`src/fpu_pkg.sv`:
```
// FPU shared definitions
// Operation and funct3 codes, execute selects, sub-operations,
// FCLASS bit positions, canonical NaN and the FP word type
package fpu_pkg;

  // ==============================
  // Operation codes (fp_alu_op)
  // ==============================
  localparam logic [4:0] FP_SGNJ  = 5'b00101;
  localparam logic [4:0] FP_SGNJN = 5'b00110;
  localparam logic [4:0] FP_SGNJX = 5'b00111;
  localparam logic [4:0] FP_MIN   = 5'b01000;
  localparam logic [4:0] FP_MAX   = 5'b01001;
  localparam logic [4:0] FP_CMP   = 5'b01011;
  localparam logic [4:0] FP_CLASS = 5'b01100;
  localparam logic [4:0] FP_MV_XW = 5'b10001; // FP bits to integer side
  localparam logic [4:0] FP_MV_WX = 5'b10010; // Integer bits to FP side

  // Compare flavour, straight from the instruction
  localparam logic [2:0] F3_FEQ = 3'b010;
  localparam logic [2:0] F3_FLT = 3'b001;
  localparam logic [2:0] F3_FLE = 3'b000;

  // ==============================
  // Execute selects
  // ==============================
  localparam logic [2:0] SEL_SIGN   = 3'd0;
  localparam logic [2:0] SEL_MINMAX = 3'd1;
  localparam logic [2:0] SEL_CMP    = 3'd2;
  localparam logic [2:0] SEL_CLASS  = 3'd3;
  localparam logic [2:0] SEL_MV_XW  = 3'd4;
  localparam logic [2:0] SEL_MV_WX  = 3'd5;

  // Sub-operation, meaning depends on the select
  localparam logic [1:0] SUB_SGNJ  = 2'd0; // Copy sign of b
  localparam logic [1:0] SUB_SGNJN = 2'd1; // Inverted sign of b
  localparam logic [1:0] SUB_SGNJX = 2'd2; // Xor of both signs
  localparam logic [1:0] SUB_MIN   = 2'd0;
  localparam logic [1:0] SUB_MAX   = 2'd1;
  localparam logic [1:0] SUB_EQ    = 2'd0;
  localparam logic [1:0] SUB_LT    = 2'd1;
  localparam logic [1:0] SUB_LE    = 2'd2;

  // ==============================
  // FCLASS mask bit positions
  // ==============================
  localparam int CLASS_W      = 10;
  localparam int CLS_NEG_INF  = 0;
  localparam int CLS_NEG_NORM = 1;
  localparam int CLS_NEG_SUB  = 2;
  localparam int CLS_NEG_ZERO = 3;
  localparam int CLS_POS_ZERO = 4;
  localparam int CLS_POS_SUB  = 5;
  localparam int CLS_POS_NORM = 6;
  localparam int CLS_POS_INF  = 7;
  localparam int CLS_SNAN     = 8;
  localparam int CLS_QNAN     = 9;

  // Canonical quiet NaN for single precision
  localparam logic [31:0] CANON_NAN = 32'h7fc0_0000;

  // One FP register word, seen as raw bits or as IEEE fields
  typedef union packed {
    logic [31:0] bits;            // Moves, sign injection
    struct packed {
      logic        sign;
      logic [7:0]  exp;           // Biased exponent
      logic [22:0] man;           // Fraction, bit 22 is the quiet bit
    } f;
  } fp_word_u;

endpackage

```
`src/fpu_decode.sv`:
```
// FPU operation decoder
// Maps fp_alu_op and funct3 onto an execute select and sub-operation,
// and qualifies start with a supported code
`timescale 1ns/1ps

module fpu_decode import fpu_pkg::*; (
  input  logic       start,
  input  logic [4:0] fp_alu_op,
  input  logic [2:0] funct3,
  output logic       op_valid,
  output logic [2:0] exec_sel,
  output logic [1:0] sub_op
);

  logic supported; // Code is one of the single-cycle ops

  always_comb begin
    supported = 1'b1;
    exec_sel  = SEL_SIGN;
    sub_op    = SUB_SGNJ;
    case (fp_alu_op)
      FP_SGNJ: begin
        exec_sel = SEL_SIGN;
        sub_op   = SUB_SGNJ;
      end
      FP_SGNJN: begin
        exec_sel = SEL_SIGN;
        sub_op   = SUB_SGNJN;
      end
      FP_SGNJX: begin
        exec_sel = SEL_SIGN;
        sub_op   = SUB_SGNJX;
      end
      FP_MIN: begin
        exec_sel = SEL_MINMAX;
        sub_op   = SUB_MIN;
      end
      FP_MAX: begin
        exec_sel = SEL_MINMAX;
        sub_op   = SUB_MAX;
      end
      FP_CMP: begin
        exec_sel = SEL_CMP;
        case (funct3)
          F3_FEQ:  sub_op = SUB_EQ;
          F3_FLT:  sub_op = SUB_LT;
          F3_FLE:  sub_op = SUB_LE;
          default: sub_op = SUB_EQ; // Odd funct3 behaves as FEQ
        endcase
      end
      FP_CLASS: exec_sel = SEL_CLASS;
      FP_MV_XW: exec_sel = SEL_MV_XW;
      FP_MV_WX: exec_sel = SEL_MV_WX;
      default:  supported = 1'b0; // Multi-cycle or illegal, ignored here
    endcase
  end

  // Only this strobe lets a result through
  assign op_valid = start & supported;

endmodule

```
`src/fpu_classify.sv`:
```
// FCLASS logic for one single-precision operand
// Sets exactly one bit of the ten-bit mask, in RISC-V FCLASS order
`timescale 1ns/1ps

module fpu_classify import fpu_pkg::*; (
  input  fp_word_u             operand,
  output logic [CLASS_W-1:0]   class_mask
);

  logic exp_ones;  // Inf or NaN
  logic exp_zero;  // Zero or subnormal
  logic man_zero;
  logic neg;

  assign exp_ones = &operand.f.exp;
  assign exp_zero = ~|operand.f.exp;
  assign man_zero = ~|operand.f.man;
  assign neg      = operand.f.sign;

  always_comb begin
    class_mask = '0;
    if (exp_ones) begin
      if (man_zero) begin
        // Infinity
        if (neg) class_mask[CLS_NEG_INF] = 1'b1;
        else     class_mask[CLS_POS_INF] = 1'b1;
      end else if (operand.f.man[22]) begin
        class_mask[CLS_QNAN] = 1'b1;      // Quiet bit set
      end else begin
        class_mask[CLS_SNAN] = 1'b1;      // Signalling, payload non-zero
      end
    end else if (exp_zero) begin
      if (man_zero) begin
        if (neg) class_mask[CLS_NEG_ZERO] = 1'b1;
        else     class_mask[CLS_POS_ZERO] = 1'b1;
      end else begin
        // Subnormal
        if (neg) class_mask[CLS_NEG_SUB] = 1'b1;
        else     class_mask[CLS_POS_SUB] = 1'b1;
      end
    end else begin
      // Normal number
      if (neg) class_mask[CLS_NEG_NORM] = 1'b1;
      else     class_mask[CLS_POS_NORM] = 1'b1;
    end
  end

endmodule

```
`src/fpu_execute.sv`:
```
// FPU single-cycle execute datapath
// Sign injection, min/max, compare, classify and the two bit moves.
// Purely combinational, the result stage picks up fp_res, int_res, nv
`timescale 1ns/1ps

module fpu_execute import fpu_pkg::*; (
  input  logic [2:0]  exec_sel,
  input  logic [1:0]  sub_op,
  input  fp_word_u    operand_a,
  input  fp_word_u    operand_b,
  input  logic [31:0] int_operand,
  output fp_word_u    fp_res,
  output logic [31:0] int_res,
  output logic        nv
);

  logic [CLASS_W-1:0] cls_a;
  logic [CLASS_W-1:0] cls_b;

  fpu_classify u_class_a (
    .operand    (operand_a),
    .class_mask (cls_a)
  );

  fpu_classify u_class_b (
    .operand    (operand_b),
    .class_mask (cls_b)
  );

  // ==============================
  // Operand properties
  // ==============================
  logic a_nan, b_nan, a_snan, b_snan;
  logic any_nan, any_snan;
  logic both_zero;
  logic mag_lt, mag_gt;  // Magnitude order, sign ignored
  logic a_lt_b;          // Numeric less-than, zeros equal
  logic a_eq_b;
  logic a_below_b;       // Like a_lt_b but -0 sorts under +0

  assign a_nan    = cls_a[CLS_SNAN] | cls_a[CLS_QNAN];
  assign b_nan    = cls_b[CLS_SNAN] | cls_b[CLS_QNAN];
  assign a_snan   = cls_a[CLS_SNAN];
  assign b_snan   = cls_b[CLS_SNAN];
  assign any_nan  = a_nan | b_nan;
  assign any_snan = a_snan | b_snan;
  assign both_zero = (cls_a[CLS_NEG_ZERO] | cls_a[CLS_POS_ZERO]) &
                     (cls_b[CLS_NEG_ZERO] | cls_b[CLS_POS_ZERO]);

  assign mag_lt = operand_a.bits[30:0] < operand_b.bits[30:0];
  assign mag_gt = operand_a.bits[30:0] > operand_b.bits[30:0];

  always_comb begin
    if (both_zero)
      a_lt_b = 1'b0;                              // +0 == -0
    else if (operand_a.f.sign != operand_b.f.sign)
      a_lt_b = operand_a.f.sign;                  // Negative side is smaller
    else if (!operand_a.f.sign)
      a_lt_b = mag_lt;
    else
      a_lt_b = mag_gt;                            // Both negative, order flips
  end

  assign a_eq_b    = both_zero | (operand_a.bits == operand_b.bits);
  assign a_below_b = both_zero ? (operand_a.f.sign & ~operand_b.f.sign) : a_lt_b;

  // ==============================
  // Result select
  // ==============================
  always_comb begin
    fp_res.bits = '0;
    int_res     = '0;
    nv          = 1'b0;
    case (exec_sel)
      SEL_SIGN: begin
        fp_res.bits = operand_a.bits;             // Magnitude always from a
        case (sub_op)
          SUB_SGNJN: fp_res.f.sign = ~operand_b.f.sign;
          SUB_SGNJX: fp_res.f.sign = operand_a.f.sign ^ operand_b.f.sign;
          default:   fp_res.f.sign = operand_b.f.sign;
        endcase
      end
      SEL_MINMAX: begin
        nv = any_snan;                            // Quiet NaN alone is fine
        if (a_nan && b_nan)
          fp_res.bits = CANON_NAN;
        else if (a_nan)
          fp_res = operand_b;
        else if (b_nan)
          fp_res = operand_a;
        else if (sub_op == SUB_MAX)
          fp_res = a_below_b ? operand_b : operand_a;
        else
          fp_res = a_below_b ? operand_a : operand_b;
      end
      SEL_CMP: begin
        case (sub_op)
          SUB_LT: begin
            int_res[0] = ~any_nan & a_lt_b;
            nv         = any_nan;                 // Signalling compare
          end
          SUB_LE: begin
            int_res[0] = ~any_nan & (a_lt_b | a_eq_b);
            nv         = any_nan;
          end
          default: begin
            int_res[0] = ~any_nan & a_eq_b;       // Quiet compare
            nv         = any_snan;
          end
        endcase
      end
      SEL_CLASS: int_res = {{(32-CLASS_W){1'b0}}, cls_a};
      SEL_MV_XW: int_res = operand_a.bits;        // Raw bits, no conversion
      SEL_MV_WX: fp_res.bits = int_operand;
      default: begin
        fp_res.bits = '0;                         // Unused select codes
      end
    endcase
  end

endmodule

```
`src/fpu_result.sv`:
```
// FPU result stage
// Captures the execute outputs on an accepted operation and holds
// them until the next one. done pulses one cycle after op_valid
`timescale 1ns/1ps

module fpu_result import fpu_pkg::*; (
  input  logic        clk,
  input  logic        rst,
  input  logic        op_valid,
  input  fp_word_u    fp_res,
  input  logic [31:0] int_res,
  input  logic        nv,
  output fp_word_u    fp_result,
  output logic [31:0] int_result,
  output logic        flag_nv,
  output logic        done
);

  // ==============================
  // Output registers
  // ==============================
  always_ff @(posedge clk) begin
    if (rst) begin
      fp_result.bits <= '0;
      int_result     <= '0;
      flag_nv        <= 1'b0;
      done           <= 1'b0;
    end else begin
      done <= op_valid;                // One-cycle pulse per accepted op
      if (op_valid) begin
        fp_result  <= fp_res;
        int_result <= int_res;
        flag_nv    <= nv;              // Invalid flag of this op only
      end
    end
  end

endmodule

```
`src/fpu_top.sv`:
```
// Single-cycle FPU top level (RV32F subset)
// Sign injection, min/max, compare, classify and bit moves.
// Results and flag_nv appear one cycle after start, with a done pulse
`timescale 1ns/1ps

module fpu_top import fpu_pkg::*; (
  input  logic        clk,
  input  logic        rst,
  input  logic        start,        // Issue strobe, one op per cycle
  input  logic [4:0]  fp_alu_op,
  input  logic [2:0]  funct3,       // Compare flavour
  input  fp_word_u    operand_a,    // rs1
  input  fp_word_u    operand_b,    // rs2
  input  logic [31:0] int_operand,  // Source for FMV.W.X
  output fp_word_u    fp_result,
  output logic [31:0] int_result,
  output logic        flag_nv,
  output logic        done
);

  logic        op_valid;
  logic [2:0]  exec_sel;
  logic [1:0]  sub_op;
  fp_word_u    fp_res;
  logic [31:0] int_res;
  logic        nv;

  fpu_decode u_decode (
    .start     (start),
    .fp_alu_op (fp_alu_op),
    .funct3    (funct3),
    .op_valid  (op_valid),
    .exec_sel  (exec_sel),
    .sub_op    (sub_op)
  );

  fpu_execute u_execute (
    .exec_sel    (exec_sel),
    .sub_op      (sub_op),
    .operand_a   (operand_a),
    .operand_b   (operand_b),
    .int_operand (int_operand),
    .fp_res      (fp_res),
    .int_res     (int_res),
    .nv          (nv)
  );

  fpu_result u_result (
    .clk        (clk),
    .rst        (rst),
    .op_valid   (op_valid),
    .fp_res     (fp_res),
    .int_res    (int_res),
    .nv         (nv),
    .fp_result  (fp_result),
    .int_result (int_result),
    .flag_nv    (flag_nv),
    .done       (done)
  );

endmodule

```
`config.mk`:
```
export PLATFORM = sky130hd
export DESIGN_NAME = fpu_top
export DESIGN_NICKNAME = d
export VERILOG_FILES = /design/src/fpu_pkg.sv /design/src/fpu_decode.sv /design/src/fpu_classify.sv /design/src/fpu_execute.sv /design/src/fpu_result.sv /design/src/fpu_top.sv
export SDC_FILE = /design/constraint.sdc
export NUM_CORES = 1
export LEC_CHECK = 0
export BUFFER_PORTS_ARGS = -buffer_cell sky130_fd_sc_hd__clkbuf_2
export CORE_ASPECT_RATIO = 1.25
export CORE_MARGIN = 5
export CORE_UTILIZATION = 50
export DETAILED_ROUTE_END_ITERATION = 8
export PLACE_DENSITY = 0.82
export RECOVER_POWER = 100
export SETUP_SLACK_MARGIN = 0.4
export SLEW_MARGIN = 10
export SYNTH_ARGS = -nofsm -noshare
export SYNTH_HDL_FRONTEND = slang
export SYNTH_HIERARCHICAL = 1
export SYNTH_SLANG_ARGS = --single-unit
```
`constraint.sdc`:
```
create_clock -name clk -period 11.25 [get_ports clk]
set_input_delay 2.25 -clock clk [delete_from_list [all_inputs] [get_ports clk]]
set_output_delay 2.25 -clock clk [all_outputs]
set_load 0.01 [all_outputs]
```
==> metrics, run 1 <==
# diodes=0; Syn Inst Count=620; Port Buf Inserts=172; Worst Reg2Reg Path Length in Cells=2; Worst Path Required=11.51 ns; DRC Markers=0; DP HPWL=12.8 mm; GRT Util Overall=26.3%; hold buffers post-CTS=0; Tcrit/Tclk final=a little over three fifths; I/O pins=173; Vias/cell=6.02; final setup vio count=0; failing checks=capacitance limit, slew limit; GR Overflow Total=0; PnR worst setup slack=about 4.2 ns; WL/cell=~19 µm; die area=~13000 µm²; num rows=41; core footprint=10200 µm²; Cell Int Power=0.505 mW; CP max FO=between 60 and 70; Clock transition at path regs=0.06 ns; most frequent cells in the layout=105 x clkbuf_2, 97 x nor2_1, 68 x clkbuf_1; setup TNS=0 ns; Fmax achieved=0.142 GHz; initial core utilization=51.4%; Crit Reg-Reg Startpoint=u_result/int_result[15]; worst hold path class=reg2reg; vias in the first global route=5495; clk_skew=0 ns; Post-Place Setup Slack=4.82 ns; P per Cell Area=between 100 and 150 nW/µm²; initial antenna violation count=1; Pwr Total=0.703 mW; Starting DRT DRC Count=343; Crit path arrival time=7.30 ns; final hold vios=0; post-route ant nets=0; Max transition margin=-227%; Lkg Pwr=approximately 2.6 nW; hold wc startpoint=u_result/int_result[25]; Synth Cell Area=~5200 µm²; largest net degree at the start of global routing=67; RSZ-0062 raised after global routing=no; post-synthesis average cell area=between 8 and 9 µm²; CTS root buf=clkbuf_16; H-Tree Depth=3; startpoint types=input port; vias=5469; routed wire length=17.2 mm; fin crit period=7.05 ns; layout cells sized above 1=around a fifth; Mapped Nets=763; number of buffers created by CTS=9; most common cell after layout, fill and taps aside=clkbuf_2; part of the power in registers=about a third; MaxCap Viol Count=1; hold path depth=2; FILL cells=951; clock buffer depth=2; Final Max Slew Viols=67; Skew-Pair Late Insertion Delay=0.34 ns; Setup crit end kind=register; Setup crit start=fp_alu_op[0]; Synth warnings=6; Combinational Power Share=21.1%; Crit Path Category=in2reg; # Post-CTS Setup Buffers=0; clock sink total=66; Worst-Margin Slew=4.91 ns; Core Util, Final=61.5%; TritonCTS clock tree=built; post-CTS sizing=0; Sw Share=about 28%; Area growth syn-to-layout=19.7%; post-layout net count=roughly 920; sw power=0.198 mW; die width=between 100 and 150 µm; status=finished with violations; first-pass GRT wire length=~27 mm; Die H=125 µm; final RePlAce weighted congestion=between 0.8 and 0.9; TritonRoute pass-1 iters=5; maximum VDD drop=0.0767 mV; Clk pwr share=44.4%
final timing paths:
kind / endpoint / slack [ns]
worst max-delay path: u_result/int_result[17] / 4.20
worst min-delay path: u_result/int_result[25] / 0.49
worst max register to register: u_result/int_result[15] / 10.49
worst min register to register: u_result/int_result[25] / 0.49
stage by stage:
stage / instance area, µm² / cells / hold WS [ns]
floorplan: 5250 / 620 / 0.531
global placement: 6040 / 893 / 0.475
detailed placement: 6040 / 893 / 0.488
CTS: 6370 / 909 / 0.503
global route: 6280 / 909 / 0.533
finish: 6280 / 909 / 0.493
sequential cells by signal, indices dropped and copies added (netlist names):
| signal | flops |
|---|---|
| u_result/int_result | 32 |
| u_result/done | 1 |
| u_result/fp_result | 32 |
| u_result/flag_nv | 1 |
critical path, stage by stage:
cell and delay, ns:
clkbuf_1 0.27, mux2_2 0.39, o32a_1 0.19, o21ai_4 0.06, clkbuf_1 3.43, mux2i_1 0.40
nor2_1 0.24
routing by layer:
layer  up-vias  GRT usage (%)  routed length (µm)
li1       2583              -                   -
met1      2584           30.4                6700
met2       256           45.3                8470
met3        44           6.72                1550
met4         2           10.6                 448
met5         -              0                  11
power by group through the flow:
| stage | logic [mW] | registers, mW | clock network [mW] |
|---|---|---|---|
| floorplan | 0.0877 | 0.251 | 0 |
| global placement | 0.138 | 0.248 | 0 |
| detailed placement | 0.142 | 0.248 | 0 |
| CTS | 0.143 | 0.243 | 0.316 |
| global route | 0.161 | 0.244 | 0.327 |
| finish | 0.148 | 0.243 | 0.312 |
layout make-up:
class	count	area (µm²)	share of cell area, %
multi-input cells	483	3520	56.0
well taps	129	161	2.57
clock inverters	6	88.8	1.41
flip-flops and latches	66	1320	21.0
repair buffers	177	811	12.9
clock buffers	10	239	3.81
inverters	38	143	2.27
Power figures use the tool's default switching activity.
==> run 2, diff against run 1 <==
==> constraint.sdc (replaced) <==
create_clock -name clk -period 7.1 [get_ports clk]
set_input_delay 1.42 -clock clk [delete_from_list [all_inputs] [get_ports clk]]
set_output_delay 1.42 -clock clk [all_outputs]
set_load 0.01 [all_outputs]
==> metrics, run 2 (same netlist as run 1, synthesis figures left out) <==
final setup vio count=0 (unchanged); Final Max Slew Viols=0 (-100%); WL/cell=18.8 µm (-0.44%); final hold vios=0 (unchanged); Tcrit/Tclk final=76.0%; H-Tree Depth=3 (unchanged); setup TNS=0 ns (unchanged); post-CTS sizing=0 (unchanged); met2 Usage GRT=45.1% (-0.19 points); final RePlAce weighted congestion=0.904 (+1.2%); Clock transition at path regs=0.05 ns (about the same); # Post-CTS Setup Buffers=0 (unchanged); hold path depth=2 (unchanged); Crit path arrival time=5.67 ns (-1.63 ns); core footprint=10200 µm² (unchanged); vias in the first global route=5368 (-2.3%); GRT Util Overall=26.6% (+0.24 points); sw power=0.309 mW (+56%); Regs by FF count=u_result/fp_result x32, u_result/int_result x32; die width=102 µm (unchanged); Fmax achieved=0.185 GHz; layout cells sized above 1=19.2% (-0.79 points); initial antenna violation count=1 (unchanged); die area=12700 µm² (unchanged); Worst Reg2Reg Path Length in Cells=2 (unchanged); Vias/cell=6.02 (about the same); largest net degree at the start of global routing=67 (unchanged); Lkg Pwr=2.60 nW (-1.8%); global routing usage on met1=31.8% (+1.4 points); worst hold path class=reg2reg; hold buffers post-CTS=0 (unchanged); Skew-Pair Late Insertion Delay=0.34 ns (about the same); Worst Path Required=7.37 ns (-4.14 ns); CP max stage delay=1.03 ns (-2.40 ns); Core Util, Final=60.8% (-0.71 points); Cell Int Power=0.710 mW (+41%); M3 GR Usage=6.16% (-0.56 points); Combinational Power Share=22.1% (+1.0 points); part of the power in registers=37.8% (+3.2 points); Die H=125 µm (unchanged); Area growth syn-to-layout=18.3%; crit-path cells=clkbuf_1, nor2b_1, nand3b_1, o32ai_1, clkbuf_1, clkinv_1, nor3_1, o21ai_0, nor2_1, nor2_1, a21oi_1, a2bb2oi_1, mux2i_1, nor2_1; post-layout net count=919 (+0.11%); MaxCap Viol Count=0 (-1); WP buf/inv=3 (+1); routed wire length=17.1 mm (-0.33%); TritonRoute pass-1 iters=5 (unchanged); Crit-path slowest cell=nor3_1; most common cell after layout, fill and taps aside=clkbuf_2; Starting DRT DRC Count=476 (+39%); DP HPWL=12.9 mm (+1.0%); most frequent cells in the layout=104 x clkbuf_2, 97 x nor2_1, 72 x clkbuf_1; Port Buf Inserts=172 (unchanged); RSZ-0062 raised after global routing=no; status=complete, no violations; maximum VDD drop=0.130 mV (+70%); DRC Markers=0 (unchanged); Setup crit end kind=register; clock sink total=66 (unchanged); num rows=41 (unchanged); post-route ant nets=0 (unchanged); first-pass GRT wire length=27.1 mm (+1.7%); Sw Share=30.3% (+2.1 points); gr busiest metal=met2; I/O pins=173 (unchanged); startpoint types=input port; clock buffer depth=2 (unchanged); TritonCTS clock tree=built; Max transition margin=8.16% (+240 points); crit-path leading delay family=simple AND/OR/NAND/NOR gates; Clk pwr share=40.1% (-4.3 points); Levels on crit path=14 (+7); fin crit period=approximately 5.4 ns; GR Overflow Total=0 (unchanged); CTS root buf=clkbuf_16; Crit Path Category=in2reg; Worst-Margin Slew=1.38 ns (-3.53 ns); vias=5475 (+0.11%); initial core utilization=51.4% (unchanged); most used cell, CP=nor2_1; # diodes=0 (unchanged); CP max FO=11 (-83%); number of buffers created by CTS=9 (unchanged); clk_skew=0 ns (unchanged); P per Cell Area=164 nW/µm² (+47%)
==> run 2: worst paths after layout <==
kind,slack (ns),end,start
max,1.70,u_result/fp_result[27],fp_alu_op[4]
min reg2reg,0.49,u_result/fp_result[22],u_result/fp_result[22]
max reg2reg,6.40,u_result/int_result[16],u_result/int_result[16]
min,0.49,u_result/fp_result[22],u_result/fp_result[22]
==> run 2: per-stage QoR <==
stage / area (µm²) / hold WS (ns) / std cells / setup slack (ns) / power [mW]
after detailed placement: 6050 / 0.484 / 894 / 2.20 / 0.617
after CTS: 6310 / 0.500 / 910 / 2.54 / 1.02
after floorplan: 5250 / 0.531 / 620 / 2.74 / 0.536
final: 6210 / 0.493 / 910 / 1.70 / 1.02
after global placement: 6050 / 0.471 / 894 / 2.31 / 0.611
after global routing: 6210 / 0.523 / 910 / 1.40 / 1.06
==> run 2: area by class of cell <==
class | instances | area, µm²
fillers | 964 | 4000
clock buffers | 11 | 233
clock inverters | 5 | 31.3
inverters | 38 | 143
multi-input cells | 483 | 3500
flip-flops and latches | 66 | 1320
repair buffers | 178 | 813
well taps | 129 | 161
==> run 2: metal layers <==
| layer | vias up | part of all wire (%) |
|---|---|---|
| li1 | 2586 | - |
| met4 | 2 | 2.6 |
| met1 | 2582 | 39 |
| met3 | 43 | 8.8 |
| met2 | 262 | 49 |
| met5 | - | 0.076 |
==> run 2: power by group through the flow <==
stage                     combinational (mW)  sequential [mW]  clock [mW]
after floorplan                        0.139            0.397           0
after global placement                 0.218            0.393           0
after detailed placement               0.224            0.393           0
after CTS                              0.226            0.385       0.414
after global routing                   0.247            0.386       0.430
final                                  0.225            0.385       0.408
==> run 2: worst register-to-register path, cell delays in order, from the launching register on <==
cell and delay (ns):
dfxtp_1 0.32, mux2i_1 0.16, nor2_1 0.07
